==> src/iq_settings.svh <==
`ifndef IQ_SETTINGS_SVH
`define IQ_SETTINGS_SVH

// ----------------------------------------------------------
// queue geometry
// ----------------------------------------------------------
`define IQ_DEPTH        4                       // slots, slot 0 is oldest
`define IQ_ROB_DEPTH    16                      // rob entries

// ----------------------------------------------------------
// field widths
// ----------------------------------------------------------
`define IQ_TAG_W        $clog2(`IQ_ROB_DEPTH)   // one tag per rob entry
`define IQ_WORD_W       32                      // operands and immediates
`define IQ_PC_W         32

// two source operands per instruction
`define IQ_NUM_SRC      2

`endif

==> src/iq_pkg.sv <==
`default_nettype none

`include "iq_settings.svh"

package iq_pkg;

    typedef logic [`IQ_TAG_W-1:0]          rob_tag_t;   // physical destination
    typedef logic [`IQ_WORD_W-1:0]         word_t;
    typedef logic [`IQ_PC_W-1:0]           pc_t;
    typedef logic [$clog2(`IQ_DEPTH)-1:0]  slot_idx_t;

    // opcode travels as payload only
    typedef enum logic [3:0] {
        OP_ADD = 4'h0,
        OP_SUB = 4'h1,
        OP_AND = 4'h2,
        OP_OR  = 4'h3,
        OP_XOR = 4'h4,
        OP_SLL = 4'h5,
        OP_LW  = 4'h6,
        OP_JAL = 4'h7
    } iq_op_e;

    // per-slot action at the next edge
    typedef enum logic [1:0] {
        CMD_HOLD  = 2'd0,   // keep contents
        CMD_LOAD  = 2'd1,   // take dispatched instruction
        CMD_SHIFT = 2'd2,   // take slot i+1
        CMD_CLEAR = 2'd3    // back to reset values
    } slot_cmd_e;

endpackage

`default_nettype wire

==> src/iq_ctrl.sv <==
`timescale 1ns/1ps
`default_nettype none

`include "iq_settings.svh"

module iq_ctrl (
    input  wire                     clk,
    input  wire                     rst_n,
    input  wire                     dispatch_en,
    input  wire                     flush,
    input  wire                     fu_ready,
    input  wire [`IQ_DEPTH-1:0]     slot_ready,
    output logic [`IQ_DEPTH-1:0]    slot_valid,
    output iq_pkg::slot_cmd_e       slot_cmd [`IQ_DEPTH],
    output iq_pkg::slot_idx_t       issue_idx,
    output logic                    issue_en,
    output logic                    iq_full,
    output logic                    write_en
);
    import iq_pkg::*;

    logic [`IQ_DEPTH:0] occ_ptr;    // one-hot count of used slots
    logic [`IQ_DEPTH:0] valid_ext;  // slot_valid with an empty slot past the end
    logic               any_ready;

    // ----------------------------------------------------------
    // occupancy
    // ----------------------------------------------------------
    always_comb begin
        logic seen;
        seen = 1'b0;
        for (int i = 0; i < `IQ_DEPTH; i++) begin
            seen          = seen | occ_ptr[i];
            slot_valid[i] = !seen;          // valid below the free marker
        end
    end

    assign valid_ext = {1'b0, slot_valid};
    assign iq_full   = occ_ptr[`IQ_DEPTH];

    always_ff @(posedge clk or negedge rst_n) begin
        if (!rst_n) begin
            occ_ptr <= 'b1;
        end else if (flush) begin
            occ_ptr <= 'b1;                 // queue emptied
        end else if (write_en && !issue_en) begin
            occ_ptr <= occ_ptr << 1;
        end else if (issue_en && !write_en) begin
            occ_ptr <= occ_ptr >> 1;
        end
    end

    // ----------------------------------------------------------
    // oldest-ready select
    // ----------------------------------------------------------
    always_comb begin
        issue_idx = '0;
        any_ready = 1'b0;
        for (int i = `IQ_DEPTH - 1; i >= 0; i--) begin
            if (slot_valid[i] && slot_ready[i]) begin
                issue_idx = slot_idx_t'(i);     // lowest index wins
                any_ready = 1'b1;
            end
        end
    end

    assign issue_en = any_ready && fu_ready && !flush;
    assign write_en = dispatch_en && !iq_full && !flush;

    // ----------------------------------------------------------
    // per-slot commands
    // ----------------------------------------------------------
    // on issue everything at or above issue_idx moves down one slot
    // and a dispatch lands right behind the survivors
    always_comb begin
        logic load_here;
        logic shift_here;
        for (int i = 0; i < `IQ_DEPTH; i++) begin
            load_here  = write_en && (issue_en ? occ_ptr[i+1] : occ_ptr[i]);
            shift_here = issue_en && (int'(issue_idx) <= i);
            if (flush) begin
                slot_cmd[i] = CMD_CLEAR;
            end else if (load_here) begin
                slot_cmd[i] = CMD_LOAD;
            end else if (shift_here) begin
                slot_cmd[i] = valid_ext[i+1] ? CMD_SHIFT : CMD_CLEAR;   // vacated top
            end else begin
                slot_cmd[i] = CMD_HOLD;
            end
        end
    end

    // single free marker keeps valid slots packed from slot 0
    a_occ_onehot: assert property (@(posedge clk) disable iff (!rst_n)
        $onehot(occ_ptr));

endmodule

`default_nettype wire

==> src/iq_wakeup.sv <==
`timescale 1ns/1ps
`default_nettype none

`include "iq_settings.svh"

module iq_wakeup (
    input  wire [`IQ_DEPTH-1:0]         slot_valid,
    input  wire iq_pkg::rob_tag_t       slot_src_tag     [`IQ_DEPTH][`IQ_NUM_SRC],
    input  wire [`IQ_NUM_SRC-1:0]       slot_src_pending [`IQ_DEPTH],
    input  wire iq_pkg::rob_tag_t       in_rs1_tag,
    input  wire iq_pkg::rob_tag_t       in_rs2_tag,
    input  wire                         in_rs1_pending,
    input  wire                         in_rs2_pending,
    input  wire                         wb_alu_valid,
    input  wire                         wb_load_valid,
    input  wire iq_pkg::rob_tag_t       wb_alu_tag,
    input  wire iq_pkg::rob_tag_t       wb_load_tag,
    input  wire iq_pkg::word_t          wb_alu_data,
    input  wire iq_pkg::word_t          wb_load_data,
    output logic [`IQ_NUM_SRC-1:0]      slot_hit      [`IQ_DEPTH],
    output iq_pkg::word_t               slot_hit_data [`IQ_DEPTH][`IQ_NUM_SRC],
    output logic [`IQ_NUM_SRC-1:0]      in_hit,
    output iq_pkg::word_t               in_hit_data   [`IQ_NUM_SRC]
);
    import iq_pkg::*;

    rob_tag_t   in_tag [`IQ_NUM_SRC];
    logic [`IQ_NUM_SRC-1:0] in_pend;

    assign in_tag[0] = in_rs1_tag;
    assign in_tag[1] = in_rs2_tag;
    assign in_pend   = {in_rs2_pending, in_rs1_pending};

    function automatic logic tag_match(input logic armed, input rob_tag_t src,
                                       input rob_tag_t wb_tag);
        return armed && (src == wb_tag);
    endfunction

    // alu bus has priority on a shared tag
    function automatic word_t pick_data(input logic alu_hit, input logic load_hit);
        word_t data;
        data = '0;
        if (alu_hit) begin
            data = wb_alu_data;
        end else if (load_hit) begin
            data = wb_load_data;
        end
        return data;
    endfunction

    // ----------------------------------------------------------
    // stored sources, invalid slots never hit
    // ----------------------------------------------------------
    always_comb begin
        logic armed;
        logic alu_hit;
        logic load_hit;
        for (int i = 0; i < `IQ_DEPTH; i++) begin
            for (int s = 0; s < `IQ_NUM_SRC; s++) begin
                armed    = slot_valid[i] && slot_src_pending[i][s];
                alu_hit  = tag_match(armed && wb_alu_valid, slot_src_tag[i][s], wb_alu_tag);
                load_hit = tag_match(armed && wb_load_valid, slot_src_tag[i][s], wb_load_tag);
                slot_hit[i][s]      = alu_hit || load_hit;
                slot_hit_data[i][s] = pick_data(alu_hit, load_hit);
            end
        end
    end

    // ----------------------------------------------------------
    // sources of the instruction being dispatched
    // ----------------------------------------------------------
    always_comb begin
        logic alu_hit;
        logic load_hit;
        for (int s = 0; s < `IQ_NUM_SRC; s++) begin
            alu_hit        = tag_match(in_pend[s] && wb_alu_valid, in_tag[s], wb_alu_tag);
            load_hit       = tag_match(in_pend[s] && wb_load_valid, in_tag[s], wb_load_tag);
            in_hit[s]      = alu_hit || load_hit;
            in_hit_data[s] = pick_data(alu_hit, load_hit);
        end
    end

endmodule

`default_nettype wire

==> src/iq_entry_array.sv <==
`timescale 1ns/1ps
`default_nettype none

`include "iq_settings.svh"

module iq_entry_array (
    input  wire                         clk,
    input  wire                         rst_n,
    input  wire iq_pkg::slot_cmd_e      slot_cmd [`IQ_DEPTH],
    input  wire iq_pkg::slot_idx_t      issue_idx,
    // dispatch
    input  wire iq_pkg::iq_op_e         id_op,
    input  wire iq_pkg::pc_t            id_pc,
    input  wire iq_pkg::word_t          id_imm,
    input  wire iq_pkg::rob_tag_t       id_dst_tag,
    input  wire iq_pkg::rob_tag_t       rs1_tag,
    input  wire iq_pkg::rob_tag_t       rs2_tag,
    input  wire                         rs1_pending,
    input  wire                         rs2_pending,
    input  wire iq_pkg::word_t          rs1_value,
    input  wire iq_pkg::word_t          rs2_value,
    // wakeup
    input  wire [`IQ_NUM_SRC-1:0]       slot_hit      [`IQ_DEPTH],
    input  wire iq_pkg::word_t          slot_hit_data [`IQ_DEPTH][`IQ_NUM_SRC],
    input  wire [`IQ_NUM_SRC-1:0]       in_hit,
    input  wire iq_pkg::word_t          in_hit_data   [`IQ_NUM_SRC],
    // status
    output logic [`IQ_DEPTH-1:0]        slot_ready,
    output iq_pkg::rob_tag_t            slot_src_tag     [`IQ_DEPTH][`IQ_NUM_SRC],
    output logic [`IQ_NUM_SRC-1:0]      slot_src_pending [`IQ_DEPTH],
    // issue payload
    output iq_pkg::iq_op_e              issue_op,
    output iq_pkg::pc_t                 issue_pc,
    output iq_pkg::word_t               issue_imm,
    output iq_pkg::word_t               issue_rs1_value,
    output iq_pkg::word_t               issue_rs2_value,
    output iq_pkg::rob_tag_t            issue_dst_tag
);
    import iq_pkg::*;

    // ----------------------------------------------------------
    // slot storage
    // ----------------------------------------------------------
    rob_tag_t               src_tag_q  [`IQ_DEPTH][`IQ_NUM_SRC];
    logic [`IQ_NUM_SRC-1:0] src_pend_q [`IQ_DEPTH];    // 1 = waiting on tag
    word_t                  src_val_q  [`IQ_DEPTH][`IQ_NUM_SRC];
    iq_op_e                 op_q       [`IQ_DEPTH];
    pc_t                    pc_q       [`IQ_DEPTH];
    word_t                  imm_q      [`IQ_DEPTH];
    rob_tag_t               dst_q      [`IQ_DEPTH];

    rob_tag_t               id_tag [`IQ_NUM_SRC];
    logic [`IQ_NUM_SRC-1:0] id_pend;
    word_t                  id_val [`IQ_NUM_SRC];
    logic [`IQ_DEPTH-1:0]   load_vec;

    assign id_tag[0] = rs1_tag;
    assign id_tag[1] = rs2_tag;
    assign id_pend   = {rs2_pending, rs1_pending};
    assign id_val[0] = rs1_value;
    assign id_val[1] = rs2_value;

    for (genvar i = 0; i < `IQ_DEPTH; i++) begin : g_slot
        localparam int NXT = (i < `IQ_DEPTH - 1) ? i + 1 : i;   // younger neighbour

        // tags and pending bits
        always_ff @(posedge clk or negedge rst_n) begin
            if (!rst_n) begin
                for (int s = 0; s < `IQ_NUM_SRC; s++) begin
                    src_tag_q[i][s] <= '0;
                end
                src_pend_q[i] <= '0;
            end else begin
                for (int s = 0; s < `IQ_NUM_SRC; s++) begin
                    case (slot_cmd[i])
                        CMD_LOAD: begin
                            src_tag_q[i][s]  <= id_tag[s];
                            src_pend_q[i][s] <= id_pend[s] && !in_hit[s];
                        end
                        CMD_SHIFT: begin     // neighbour's wakeup travels with it
                            src_tag_q[i][s]  <= src_tag_q[NXT][s];
                            src_pend_q[i][s] <= src_pend_q[NXT][s] && !slot_hit[NXT][s];
                        end
                        CMD_CLEAR: begin
                            src_tag_q[i][s]  <= '0;
                            src_pend_q[i][s] <= 1'b0;
                        end
                        default: begin
                            src_pend_q[i][s] <= src_pend_q[i][s] && !slot_hit[i][s];
                        end
                    endcase
                end
            end
        end

        // payload and operand values
        always_ff @(posedge clk) begin
            case (slot_cmd[i])
                CMD_LOAD: begin
                    op_q[i]  <= id_op;
                    pc_q[i]  <= id_pc;
                    imm_q[i] <= id_imm;
                    dst_q[i] <= id_dst_tag;
                    for (int s = 0; s < `IQ_NUM_SRC; s++) begin
                        src_val_q[i][s] <= in_hit[s] ? in_hit_data[s] : id_val[s];
                    end
                end
                CMD_SHIFT: begin
                    op_q[i]  <= op_q[NXT];
                    pc_q[i]  <= pc_q[NXT];
                    imm_q[i] <= imm_q[NXT];
                    dst_q[i] <= dst_q[NXT];
                    for (int s = 0; s < `IQ_NUM_SRC; s++) begin
                        src_val_q[i][s] <= slot_hit[NXT][s] ? slot_hit_data[NXT][s]
                                                            : src_val_q[NXT][s];
                    end
                end
                CMD_HOLD: begin
                    for (int s = 0; s < `IQ_NUM_SRC; s++) begin
                        if (slot_hit[i][s]) begin
                            src_val_q[i][s] <= slot_hit_data[i][s];
                        end
                    end
                end
                default: ;  // cleared slot, stale payload
            endcase
        end

        assign slot_ready[i] = ~|src_pend_q[i];
        assign load_vec[i]   = (slot_cmd[i] == CMD_LOAD);
    end

    assign slot_src_tag     = src_tag_q;
    assign slot_src_pending = src_pend_q;

    // ----------------------------------------------------------
    // issue mux
    // ----------------------------------------------------------
    assign issue_op        = op_q[issue_idx];
    assign issue_pc        = pc_q[issue_idx];
    assign issue_imm       = imm_q[issue_idx];
    assign issue_dst_tag   = dst_q[issue_idx];
    assign issue_rs1_value = src_val_q[issue_idx][0];
    assign issue_rs2_value = src_val_q[issue_idx][1];

    a_single_load: assert property (@(posedge clk) disable iff (!rst_n)
        $countones(load_vec) <= 1);

endmodule

`default_nettype wire

==> src/issue_queue_top.sv <==
`timescale 1ns/1ps
`default_nettype none

`include "iq_settings.svh"

module issue_queue_top (
    input  wire                     clk,
    input  wire                     rst_n,
    // dispatch
    input  wire                     dispatch_en,
    input  wire iq_pkg::iq_op_e     id_op,
    input  wire iq_pkg::pc_t        id_pc,
    input  wire iq_pkg::word_t      id_imm,
    input  wire iq_pkg::rob_tag_t   id_dst_tag,
    input  wire iq_pkg::rob_tag_t   rs1_tag,
    input  wire iq_pkg::rob_tag_t   rs2_tag,
    input  wire                     rs1_pending,
    input  wire                     rs2_pending,
    input  wire iq_pkg::word_t      rs1_value,
    input  wire iq_pkg::word_t      rs2_value,
    // writeback buses
    input  wire                     wb_alu_valid,
    input  wire iq_pkg::rob_tag_t   wb_alu_tag,
    input  wire iq_pkg::word_t      wb_alu_data,
    input  wire                     wb_load_valid,
    input  wire iq_pkg::rob_tag_t   wb_load_tag,
    input  wire iq_pkg::word_t      wb_load_data,
    input  wire                     flush,      // taken branch or exception
    input  wire                     fu_ready,
    // issue
    output logic                    issue_en,
    output iq_pkg::iq_op_e          issue_op,
    output iq_pkg::pc_t             issue_pc,
    output iq_pkg::word_t           issue_imm,
    output iq_pkg::word_t           issue_rs1_value,
    output iq_pkg::word_t           issue_rs2_value,
    output iq_pkg::rob_tag_t        issue_dst_tag,
    output logic                    iq_full
);
    import iq_pkg::*;

    logic [`IQ_DEPTH-1:0]   slot_valid;
    logic [`IQ_DEPTH-1:0]   slot_ready;
    slot_cmd_e              slot_cmd [`IQ_DEPTH];
    slot_idx_t              issue_idx;

    rob_tag_t               slot_src_tag     [`IQ_DEPTH][`IQ_NUM_SRC];
    logic [`IQ_NUM_SRC-1:0] slot_src_pending [`IQ_DEPTH];
    logic [`IQ_NUM_SRC-1:0] slot_hit         [`IQ_DEPTH];
    word_t                  slot_hit_data    [`IQ_DEPTH][`IQ_NUM_SRC];
    logic [`IQ_NUM_SRC-1:0] in_hit;
    word_t                  in_hit_data      [`IQ_NUM_SRC];

    iq_ctrl u_ctrl (
        .clk, .rst_n, .dispatch_en, .flush, .fu_ready, .slot_ready,
        .slot_valid, .slot_cmd, .issue_idx, .issue_en, .iq_full, .write_en()
    );

    iq_wakeup u_wakeup (
        .slot_valid, .slot_src_tag, .slot_src_pending,
        .in_rs1_tag(rs1_tag), .in_rs2_tag(rs2_tag),
        .in_rs1_pending(rs1_pending), .in_rs2_pending(rs2_pending),
        .wb_alu_valid, .wb_load_valid, .wb_alu_tag, .wb_load_tag,
        .wb_alu_data, .wb_load_data,
        .slot_hit, .slot_hit_data, .in_hit, .in_hit_data
    );

    iq_entry_array u_array (
        .clk, .rst_n, .slot_cmd, .issue_idx,
        .id_op, .id_pc, .id_imm, .id_dst_tag, .rs1_tag, .rs2_tag,
        .rs1_pending, .rs2_pending, .rs1_value, .rs2_value,
        .slot_hit, .slot_hit_data, .in_hit, .in_hit_data,
        .slot_ready, .slot_src_tag, .slot_src_pending,
        .issue_op, .issue_pc, .issue_imm, .issue_rs1_value, .issue_rs2_value,
        .issue_dst_tag
    );

endmodule

`default_nettype wire

==> config.mk <==
export PLATFORM = sky130hd
export DESIGN_NAME = issue_queue_top
export DESIGN_NICKNAME = d
export VERILOG_FILES = /design/src/iq_pkg.sv /design/src/iq_ctrl.sv /design/src/iq_wakeup.sv /design/src/iq_entry_array.sv /design/src/issue_queue_top.sv
export VERILOG_INCLUDE_DIRS = /design/src
export SDC_FILE = /design/constraint.sdc
export NUM_CORES = 2
export LEC_CHECK = 0
export BUFFER_PORTS_ARGS = -buffer_cell sky130_fd_sc_hd__clkbuf_2
export CORE_MARGIN = 1
export CORE_UTILIZATION = 66
export CTS_CLUSTER_SIZE = 16
export DETAILED_ROUTE_END_ITERATION = 8
export PLACE_DENSITY_LB_ADDON = 0.08
export SKIP_CTS_REPAIR_TIMING = 1
export SLEW_MARGIN = 20
export SYNTH_ARGS = -nofsm -noshare
export SYNTH_HDL_FRONTEND = slang
export SYNTH_HIERARCHICAL = 1
export SYNTH_SLANG_ARGS = --single-unit
==> constraint.sdc <==
create_clock -name clk -period 8.7 [get_ports clk]
set_clock_uncertainty 0.1 [all_clocks]
set_input_delay 0 -clock clk [delete_from_list [all_inputs] [get_ports clk]]
set_output_delay 0 -clock clk [all_outputs]
set_load 0.005 [all_outputs]
==> results.tsv <==
metric	value	unit
CP Launch Type	flop	
Critical Path Max Stage Delay	0.88	ns
pwr/cell area	195	mW/mm²
GR Util All Layers	47.1	%
Avg WL per Cell	35.0	µm
CP Cell Sequence	or3_4 -> clkinv_2 -> o21a_4 -> o21ai_4 -> nand3_1 -> inv_1 -> ha_2 -> or2_2 -> and2_1 -> buf_4 -> a211o_1 -> dlygate4sd3_1	
highest clock rate	177	MHz
switch share	31.3	%
RSZ-0062 raised after global routing	no	
minimum clock period	5.65	ns
Data required, critical path	9.07	ns
initial antenna violation count	3	
P&R area growth vs syn	16.1	%
Cells after Synth	3299	
Hold WS	-0.0496	ns
core area	0.0606	mm²
placement-stage cell area	0.0426	mm²
drc violations	0	
Post-Syn Area	0.0406	mm²
syn_nets	3546	
YS warnings	6	
die area	0.0625	mm²
Setup violations, final	0	
critical path class	reg -> reg	
total vias in the final route	35400	
power share of the sequential group	42.5	%
peak supply drop	0.000202	V
die height	250	µm
Nets	3955	
Post-Synth Adder-Cell Area	0.678	%
status	finished with violations	
asr flop ratio synth	7.64	%
critical path arrival	6.02	ns
Post-Layout Cell Count	4541	
Slew @ Worst Pin	1.22	ns
CP endpoint kind	flop	
Max Cap Viol	0	
clock latency on the worst-skew pair	0.61	ns
failing checks	hold timing	
Inst Count DP	4189	
clock slew seen by the registers of the worst setup and hold paths	0.06	ns
pin count of the biggest net entering global routing	95	
min-delay worst type	in -> reg	
Buffers on Ports	362	
Filler cells	3669	
Top delay family on crit path	simple AND/OR/NAND/NOR gates	
post-synthesis mux area share	24.6	%
layout cells sized above 1	32.5	%
DRT Wirelength	159	mm
Clock Tree Buf Depth	3	
Mapped Avg Cell Area	12.3	µm²
gpl congestion	0.979	
Rows	90	
setup_tns	0	ns
vias in the first global route	34200	
Max H-tree Level	3	
cts bufs inserted	67	
commonest non-fill, non-tap cells in the layout	edfxtp_1, clkbuf_2, nor2_1	
Starting Density	67.0	%
hpwl dp	87.6	mm
combinational power share	25.7	%
library cells used by synthesis	72	
fin crit share	65.0	%
largest family of logic cells by synthesized area	multiplexers	
DRT iter0 DRCs	5754	
final hold violation count	66	
design area	0.0472	mm²
Slew HR	18.2	%
CTS tree	yes	
Main synth FF type	edfxtp_1	
Die W	250	µm
most common cell after layout, fill and taps aside	edfxtp_1	
EDFF count, synth	544	
first-pass GRT wire length	219	mm
Tot Pwr	9.19	mW
area share of and/or/nand/nor cells after synthesis	10.3	%
number of synthesized register bits	589	
register area share after synthesis	43.0	%
Switch Pwr	2.88	mW
Critical Path Fanout Max	28	
Sink Count	589	
ANT nets after route	0	
Slowest-stage cell, CP	and2_1	
routed vias/inst	7.79	
compound-gate portion of the synthesized area	14.8	%
Synth Area in XOR/XNOR	1.53	%
P_leak	16.8	nW
Clk pwr share	31.8	%
Int Pwr	6.31	mW
largest cells by area after synthesis	edfxtp_1, mux4_2, mux2_2	
DRT Pass-1 Iters	6	
Synth top area share	40.2	%
Synth area leader	edfxtp_1	
worst path bufs/invs	4	
Final Max Tran Viols	0	
Overflow after GRT	0	
I/O pins	363	
clock root buffer	clkbuf_16	
-- registers in the layout, indices dropped and copies added, names as in the netlist --
name                      count
u_array/dst_q                16
u_array/imm_q               128
u_array/op_q                 16
u_array/pc_q                128
u_array/slot_src_pending      8
u_array/slot_src_tag         32
u_array/src_val_q           256
u_ctrl/occ_ptr                5
-- tightest hold or removal path, stage by stage --
cell	delay [ns]
clkbuf_2	0.08
mux2i_1	0.17
nor2_1	0.18
a211o_1	0.12
-- layout make-up --
class                   count  area, µm²  share of cell area [%]
clock inverters            35        400                   0.849
multi-input cells        2289      21400                    45.5
clock buffers              82       1780                    3.77
inverters                  86        329                   0.698
diodes                      3       7.51                  0.0159
repair buffers            675       4750                    10.1
flip-flops and latches    589      17500                    37.0
well taps                 782        978                    2.08
-- metrics by stage --
stage                     worst slack [ns]  util [%]
final                                 3.05      77.8
after CTS                             3.86      74.0
after global routing                  3.02      77.8
after global placement                3.87      70.4
after detailed placement              3.86      70.4
after floorplan                       3.76         -
-- cell usage after synthesis, types with 82 or more instances --
master and count:
a221oi_2 146, a31o_1 130, buf_2 121, clkbuf_1 154, edfxtp_1 544, inv_1 82, mux2_2 217, mux2i_1 238
mux4_2 136, nand3_1 84, nor2_1 278, nor3_1 228
-- kinds of logic (layout without fill, tap and decap cells) --
logic type | Yosys count | in the layout
AND/OR/NAND/NOR | 833 | 833
multiplexers | 713 | 713
AO/OA/AOI/OAI | 650 | 650
flip-flops | 589 | 589
buffers and inverters | 421 | 878
XOR/XNOR | 71 | 71
adder cells (fa/ha/maj) | 22 | 22
other | 0 | 3
-- layer usage --
metal	up-vias	part of all wire, %	GRT usage (%)
met2	3497	45	70.9
met3	1000	14	13.9
met1	17000	33	58.3
met5	-	0.0075	0
li1	13900	-	-
met4	2	8.6	33.6
-- final timing paths --
path,depth (start not counted),start,slack (ns),end
setup / recovery,12,u_ctrl/occ_ptr[0],3.05,u_array/src_val_q[3][17]
hold / removal,4,rs1_value[1],-0.05,u_array/src_val_q[3][33]
setup reg to reg,12,u_ctrl/occ_ptr[0],3.05,u_array/src_val_q[3][17]
hold reg to reg,2,u_array/slot_src_tag[24],0.45,u_array/slot_src_tag[24]
max in group asynchronous,3,rst_n,8.11,u_array/slot_src_tag[17]
min in group asynchronous,3,rst_n,-0.04,u_array/slot_src_tag[5]
-- power groups by stage --
stage / Sequential, mW / Combinational [mW] / Clock [mW]
2_1_floorplan: 3.83 / 1.34 / 0
3_3_place_gp: 3.88 / 2.06 / 0
3_5_place_dp: 3.92 / 2.11 / 0
4_1_cts: 3.87 / 2.12 / 2.90
5_1_grt: 3.93 / 2.42 / 3.01
6_report: 3.90 / 2.36 / 2.92
Note: power is estimated with default switching activity, not from simulation.
